### src/design/exec_settings.svh
`ifndef EXEC_SETTINGS_SVH
`define EXEC_SETTINGS_SVH

// datapath width of the execute stage
`define EXEC_XLEN 64

// shift amount taken from the low bits of operand b
`define EXEC_SHAMT_W 6

// one multiplier bit per step, so equal to the data width
`define EXEC_MUL_STEPS 64

`endif
### src/design/exec_pkg.sv
package exec_pkg;

    // execute stage opcodes
    typedef enum logic [4:0] {
        op_add,
        op_sub,
        op_pass_a,
        op_pass_b,
        op_xor,
        op_or,
        op_and,
        op_sll,
        op_srl,
        op_sra,
        op_slt,
        op_sltu,
        op_eq,
        op_ge,
        op_geu,
        op_mul,
        op_div,
        op_divu,
        op_rem,
        op_remu
    } alu_op_e;

    // first operand source
    typedef enum logic [1:0] {
        sel_a_pc  = 2'd0,
        sel_a_rs1 = 2'd1
    } sel_a_e;

    // second operand source
    // the unused code decodes as imm
    typedef enum logic [1:0] {
        sel_b_imm = 2'd0,
        sel_b_rs2 = 2'd1,
        sel_b_csr = 2'd2
    } sel_b_e;

    // iterative multiplier states
    typedef enum logic [1:0] {
        ms_idle,
        ms_run,
        ms_done
    } mul_state_e;

endpackage

### src/design/operand_if.sv
`timescale 1ns/1ps
`include "exec_settings.svh"

interface operand_if;
    import exec_pkg::*;

    // selected operands
    logic [`EXEC_XLEN-1:0] a;
    logic [`EXEC_XLEN-1:0] b;
    // operation and 32-bit word flag
    alu_op_e               op;
    logic                  word;

    modport source (
        output a,
        output b,
        output op,
        output word
    );

    modport sink (
        input a,
        input b,
        input op,
        input word
    );

endinterface

### src/design/operand_select.sv
`timescale 1ns/1ps
`include "exec_settings.svh"

module operand_select (
    input  logic [`EXEC_XLEN-1:0] pc,
    input  logic [`EXEC_XLEN-1:0] rs1,
    input  logic [`EXEC_XLEN-1:0] rs2,
    input  logic [`EXEC_XLEN-1:0] csr,
    input  logic [`EXEC_XLEN-1:0] imm,
    input  exec_pkg::sel_a_e      sel_a,
    input  exec_pkg::sel_b_e      sel_b,
    input  exec_pkg::alu_op_e     op,
    input  logic                  word,
    operand_if.source             ops
);
    import exec_pkg::*;

    logic [`EXEC_XLEN-1:0] rs1_sel;

    // word forms only look at the low half of rs1
    assign rs1_sel = word ? {{(`EXEC_XLEN-32){1'b0}}, rs1[31:0]} : rs1;

    always_comb begin
        case (sel_a)
            sel_a_rs1: ops.a = rs1_sel;
            default:   ops.a = pc;
        endcase
    end

    always_comb begin
        case (sel_b)
            sel_b_rs2: ops.b = rs2;
            sel_b_csr: ops.b = csr;
            default:   ops.b = imm;
        endcase
    end

    // core still needs these for sra and mul control
    assign ops.op   = op;
    assign ops.word = word;

endmodule

### src/flat_wrapper.sv
// flat-port wrapper written by rule: the top's interface ports become plain ports
module operand_select_flat import exec_pkg::*;
  (pc, rs1, rs2, csr, imm, sel_a, sel_b, op, word, ops_a, ops_b, ops_op, ops_word);
  operand_if ops_i ();
  input  logic [`EXEC_XLEN-1:0] pc;
  input  logic [`EXEC_XLEN-1:0] rs1;
  input  logic [`EXEC_XLEN-1:0] rs2;
  input  logic [`EXEC_XLEN-1:0] csr;
  input  logic [`EXEC_XLEN-1:0] imm;
  input  exec_pkg::sel_a_e sel_a;
  input  exec_pkg::sel_b_e sel_b;
  input  exec_pkg::alu_op_e op;
  input  logic word;
  output wire logic [$bits(ops_i.a)-1:0] ops_a;
  output wire logic [$bits(ops_i.b)-1:0] ops_b;
  output wire logic [$bits(ops_i.op)-1:0] ops_op;
  output wire logic [$bits(ops_i.word)-1:0] ops_word;
  assign ops_a = ops_i.a;
  assign ops_b = ops_i.b;
  assign ops_op = ops_i.op;
  assign ops_word = ops_i.word;
  operand_select u_core (.pc(pc), .rs1(rs1), .rs2(rs2), .csr(csr), .imm(imm), .sel_a(sel_a), .sel_b(sel_b), .op(op), .word(word), .ops(ops_i));
endmodule
### config.mk
export PLATFORM = sky130hd
export DESIGN_NAME = operand_select_flat
export DESIGN_NICKNAME = d
export VERILOG_FILES = /design/src/design/exec_pkg.sv /design/src/design/operand_if.sv /design/src/design/operand_select.sv /design/src/flat_wrapper.sv
export VERILOG_INCLUDE_DIRS = /design/src /design/src/design
export SDC_FILE = /design/constraint.sdc
export NUM_CORES = 1
export LEC_CHECK = 0
export CORE_AREA = 2 2 178 180
export DETAILED_ROUTE_END_ITERATION = 10
export DIE_AREA = 0 0 180 182
export DONT_BUFFER_PORTS = 1
export SLEW_MARGIN = 20
export SYNTH_ARGS = -nofsm -noshare
export SYNTH_HDL_FRONTEND = slang
export SYNTH_SLANG_ARGS = --single-unit
### constraint.sdc
create_clock -name vclk -period 1.7
set_clock_uncertainty 0.1 [all_clocks]
set_input_delay 0.17 -clock vclk [all_inputs]
set_output_delay 0.17 -clock vclk [all_outputs]
set_load 0.05 [all_outputs]
Yosys cells after proc, flatten, opt, wreduce, memory -nomap -nowiden

Cells that the tools add are included.

Register bits: 0
Input bits: 330
Output and inout bits: 134
Logic and storage cells: 6

Eq/ne operators: 3
Multiplexer cells: 3

Operators with widths:

| kind                                                 | count |
|---|---|
| two-way mux 64 bit                                   | 2 |
| one-hot mux 64 bit (2 select lines)                  | 1 |
| equality test 2 x 1 -> 1 bit (second input constant) | 2 |
| equality test 2 bit (second input constant)          | 1 |

Depth between registers and ports, before layout

Gate-level depths: netlist of run 1.

Word-level depth: 2
Mapped depth: 7
Gate-level depth less buffers: 4

Worst setup path before layout of run 1

No wires, ideal clock.

Path kind: input to output
From: input port sel_b[0]
To: output port ops_b[53]
Arrival: 1.933 ns
Required time: 1.430 ns
Path slack: -0.503 ns
Stages: 5
Buffers on the path: 2
Path through: inv_1 ha_1 buf_4 clkbuf_1 o21ai_0

Word-level cells in the longest chain between the ends: 2
Elaborated cells between the ends (all ways): 3
Those cells by class: eq/ne (2); mux (1)

Ends and longest elaborated chain:

| element                                                             | RTL line             | RTL |
|---|---|---|
| start, declared                                                     | flat_wrapper.sv:11   | `input exec_pkg::sel_b_e sel_b;` |
| equality test 2 bit or equality test 2 x 1 -> 1 bit (tied branches) | operand_select.sv:31 | `case (sel_b)` |
| one-hot mux 64 bit (2 select lines) (*)                             | operand_select.sv:31 |  |
| end, declared                                                       | flat_wrapper.sv:15   | `output wire logic [$bits(ops_i.b)-1:0] ops_b;` |

Every way passes the cells marked *; elsewhere a longest branch is shown, timed or not.

Worst setup path after layout of run 1

From: input port sel_b[0]
To: output port ops_b[29]

The elaborated chain is that of the path after synthesis.

==> results of run 1 <==
[worst paths after layout]
path / startpoint / end / slack, ns
max: sel_b[0] / ops_b[29] / 0.09
min: op[4] / ops_op[4] / 0.24
[cells by family after synthesis]
| group | count (synthesis) | share of synthesized area |
|---|---|---|
| AO/OA/AOI/OAI | 128 | 0.309 |
| AND/OR/NAND/NOR | 97 | 0.185 |
| multiplexers | 64 | 0.365 |
| buffers and inverters | 46 | 0.131 |
| adder cells (fa/ha/maj) | 2 | 0.00966 |
[worst max-delay path, cell delays in order]
cell,delay [ns]
inv_1,0.04
ha_4,0.28
buf_12,0.30
nand2_1,0.13
o21ai_1,0.11
buf_4,0.22
[cells in the final DEF (no fill, tap or decap)]
| cell | count |
|---|---|
| a22oi_1 | 64 |
| and2b_1 | 21 |
| buf_12 | 19 |
| buf_4 | 50 |
| diode_2 | 4 |
| ha_2 | 1 |
| ha_4 | 1 |
| inv_1 | 2 |
| mux2_2 | 4 |
| mux2_4 | 60 |
| nand2_1 | 64 |
| nor2b_1 | 11 |
| nor2b_4 | 1 |
| o21ai_1 | 49 |
| o21ai_2 | 15 |
[stage by stage]
| stage | worst slack, ns | instances | power [mW] | cell area [um2] | utilization |
|---|---|---|---|---|---|
| final | 0.0890 | 768 | 2.19 | 3600 | 0.116 |
| after CTS | 0.114 | 764 | 2.20 | 3590 | 0.116 |
| after global placement | 0.145 | 764 | 2.18 | 3590 | 0.116 |
| after global routing | 0.0166 | 766 | 2.27 | 3590 | 0.116 |
| after floorplan | -0.139 | 337 | 1.77 | 2650 | - |
| after detailed placement | 0.124 | 764 | 2.20 | 3590 | 0.116 |
[where the power goes]
group	leakage [nW]	internal [mW]	switching, mW	total (mW)
registers	0	0	0	0
clock network	0.0000254	0.000000321	0	0.000000321
logic	1.41	0.692	1.50	2.19
total	1.41	0.692	1.50	2.19
[layer usage]
metal / vias to the layer above / global-route usage
met5: - / 0
met3: 60 / 0.0132
met1: 1281 / 0.105
met4: 0 / 0.0234
li1: 1279 / -
met2: 341 / 0.246
[final cells by class]
type                       instances  area [um2]
antenna                            4        10.0
inverter                           2        7.51
multi-input combinational        291        2320
tap                              402         503
timing repair buffer              69         756
fill                            3612       27400
==> run summary, run 1 <==
Setup-failing EPs final: 0
Worst hold path type: in -> out
Largest net degree at the start of global routing: 96
Routed WL: 19900 um
Synthesis-to-finish area growth: 38.9%
Max-cap viol count: 0
Ratio of cells with drive above 1 in the final layout: 0.417
Clock Buffer Count: 0
Worst EP arrival: 1.34 ns
Synthesized Nets: 669
Routed wl met2: 11700 um
Avg Synthesized Cell Area: 7.69 um2
Chip Height: 182 um
Max VDD drop: 242 uV
Die width: 180 um
Via count: 2961
Drt first-iter violations: 126
Min-Delay Path Depth: 0
Total grt overflow: 0
GP Congestion: 0.920
Nets: 696
RSZ-0062 raised after global routing: false
Outcome: complete, no violations
PortBufs: 0
Vias per cell: 3.86
ANT nets after route: 0
First-pass GRT wire length: 24900 um
Die footprint: 32800 um2
Leak: 1.41 nW
TritonRoute pass-1 iters: 4
Top layer in use: met4
Wire per inst: 25.9 um
Initial Utilization: 0.0836
Vias in the first global route: 2790
Final hold slack: 0.240 ns
Required @ worst endpoint: 1.43 ns
Share of the synthesized area in the top cell type: 0.348
Initial antenna violation count: 27
PwrDens: 609 nW/um2
Gr usage total: 0.111
Wl on met1: 6070 um
Hold-fix buffers, CTS: 0
Slew headroom: 0.707
Mapped Cells: 337
Fin. max-slew vios: 0
Endpoints failing hold: 0
Synthesized area: 2590 um2
DRC Markers: 0
Final period util: 0.948
Netlist cell types: 14
Reg area: 0 um2
Synth warnings: 0
CP Capture Type: primary output
Number of sequential cells: 0
Std cell rows: 65
Synth cell count leaders: a22oi_1 (64), nand2_1 (64), o21ai_0 (64)
Worst Setup Path Type: in -> out
TNS Setup: 0 ns
Fmax: 621 MHz
Top cells by area, synth: mux2_4 (35%), a22oi_1 (19%), o21ai_0 (12%), nand2_1 (9.3%), and2b_1 (6.1%)
Crit path launch type: input pin
Ports: 464
DP Wirelength: 18800 um
Least-Margin Pin Slew: 0.439 ns
Post-CTS Repair Setup Buffers: 0
Max FO, Critical Path: 95
Core box area: 31000 um2
Met3 Wirelength: 1440 um
Post-synth top area cell: mux2_4
Final Critical Period: 1.61 ns
Post-cts gate resize count: 0
Sequential area share after synthesis: 0
No activity file was read; power rests on OpenSTA's default activity.
==> run 2, diff against run 1 <==
--- a/config.mk
+++ b/config.mk
@@ -10,7 +10,6 @@
 export DETAILED_ROUTE_END_ITERATION = 10
 export DIE_AREA = 0 0 180 182
 export DONT_BUFFER_PORTS = 1
-export SLEW_MARGIN = 20
 export SYNTH_ARGS = -nofsm -noshare
 export SYNTH_HDL_FRONTEND = slang
 export SYNTH_SLANG_ARGS = --single-unit
==> constraint.sdc (replaced) <==
create_clock -name vclk -period 1.45
set_clock_uncertainty 0.1 [all_clocks]
set_input_delay 0.145 -clock vclk [all_inputs]
set_output_delay 0.145 -clock vclk [all_outputs]
set_load 0.05 [all_outputs]
==> run 2 against run 1 <==
Net effect: the flow now finishes with violations (negative setup slack); cell count rose by 0.39%; combinational power grew 43%; non-clock buffer count rose by 5; first-iteration DRC count increased by 25%; die area unchanged; flip-flop and latch count unchanged; via count rose by 8.5%; global-route usage up 1.3 points; count of clock-buffer cells in the layout unchanged; power up 43%.
==> run summary, run 2 (synthesis results as in run 1) <==
Ports: 464
Slew headroom: 0.712
Core box area: 31000 um2
Leak: 1.69 nW
Max FO, Critical Path: 17
CP Cell Sequence: inv_2 -> ha_4 -> buf_12 -> a22oi_1 -> buf_4 -> o21ai_4 -> buf_12
Net Sw Frac: 0.645
Area of the multi-input gates: 2940 um2
Commonest cells after routing, fill and taps aside: nand2_1 (64), mux2_4 (60), a22oi_1 (50), o21ai_4 (47), buf_12 (39)
Most common cell after layout, fill and taps aside: nand2_1
Sequential share of power: 0
PortBufs: 0
DP Wirelength: 19500 um
Required @ worst endpoint: 1.21 ns
GR Layer Usage met1: 0.121
Top Usage Layer GRT: met2
Die footprint: 32800 um2
Worst hold path type: in -> out
Max VDD drop: 389 uV
Largest net degree at the start of global routing: 35
Die width: 180 um
Number of sequential cells: 0
Crit path depth: 7
Endpoints failing hold: 0
ANT nets after route: 0
Total grt overflow: 0
GR Layer Usage met3: 0.0241
Setup-failing EPs final: 2
Final period util: 1.00
Comb pwr share: 1.000
Wire per inst: 28.5 um
Total power draw: 3.14 mW
Vias in the first global route: 3071
Nets: 701
GP Congestion: 0.902
Hold-fix buffers, CTS: 0
Buf/Inv on CP: 4
Synthesis-to-finish area growth: 78.0%
Hold Startpoint: op[1]
CP dominant cell by count: buf_12
Gr usage total: 0.124
PwrDens: 681 nW/um2
TNS Setup: -0.00755 ns
Initial Utilization: 0.0836
Reg area: 0 um2
Crit-path slowest cell: ha_4
Fmax: 688 MHz
Met2 GRT Util: 0.267
Final Critical Period: 1.45 ns
CP Capture Type: primary output
Min-Delay Path Depth: 0
Top Family by Delay on Critical Path: buffers and inverters
RSZ-0062 raised after global routing: true
Drt first-iter violations: 158
Chip Height: 182 um
Worst EP arrival: 1.21 ns
Setup ws final: -0.00418 ns
Vias per cell: 4.17
Fill cell count: 3506
Crit path launch type: input pin
Routed WL: 22000 um
Std cell rows: 65
Max-cap viol count: 0
Hold Path End: ops_op[1]
Failing checks: negative setup slack
Worst Setup Path Type: in -> out
Clock Buffer Count: 0
Clock power share: 0
Initial antenna violation count: 38
Outcome: finished, violations left
Least-Margin Pin Slew: 0.432 ns
Largest stage delay on the critical path: 0.20 ns
Fin. max-slew vios: 0
Ratio of cells with drive above 1 in the final layout: 0.602
Via count: 3214
Net Switching: 2.02 mW
Pint: 1.11 mW
First-pass GRT wire length: 27800 um
DRC Markers: 0
TritonRoute pass-1 iters: 5
Final hold slack: 0.190 ns
-- run 2: cell count changes in the layout (fill, tap and decap cells not counted), sizes merged --
cell,delta
buf,+4
bufbuf,+1
diode,-2
-- run 2: timing repair --
action / in CTS / in global routing
gates resized for setup: 7 / 16
pin swaps: 7 / 1
setup buffers: 1 / 3
setup endpoints to repair: 7 / 42
cloned: 3 / 0
endpoints found under the hold margin: 0 / 0
-- run 2: area by class of cell --
class,instances,area share
inverters,2,0.00163
well taps,402,0.109
multi-input cells,291,0.638
repair buffers,74,0.251
diodes,2,0.00109
-- run 2: power by group through the flow --
stage	sequential [mW]	combinational [mW]	clock (mW)
6_report	0	3.14	0.000000189
5_1_grt	0	3.24	0.0000000931
4_1_cts	0	3.12	0
3_5_place_dp	0	3.05	0
3_3_place_gp	0	3.03	0
2_1_floorplan	0	2.41	0
-- run 2: per-stage QoR --
stage               setup WS (ns)  area [um2]  utilization  instances
finish                   -0.00418        4610        0.149        771
global route              -0.0327        4610        0.149        770
floorplan                 -0.0771        3240            -        337
CTS                       -0.0296        4530        0.146        766
detailed placement        -0.0510        4370        0.141        762
global placement          -0.0598        4370        0.141        762
-- run 2: layer usage --
layer / up-vias / wire, um
met4: 2 / 810
li1: 1292 / -
met3: 82 / 1920
met1: 1441 / 6780
met2: 397 / 12400
met5: - / 16
-- run 2: how the worst max path moves through the flow --
| stage | start | endpoint |
|---|---|---|
| finish | sel_b[0] | ops_b[42] |
| global route | sel_b[0] | ops_b[0] |
| CTS | sel_b[1] | ops_b[38] |
| detailed placement | sel_b[0] | ops_b[40] |
| global placement | sel_b[0] | ops_b[40] |
| floorplan | sel_b[0] | ops_b[10] |
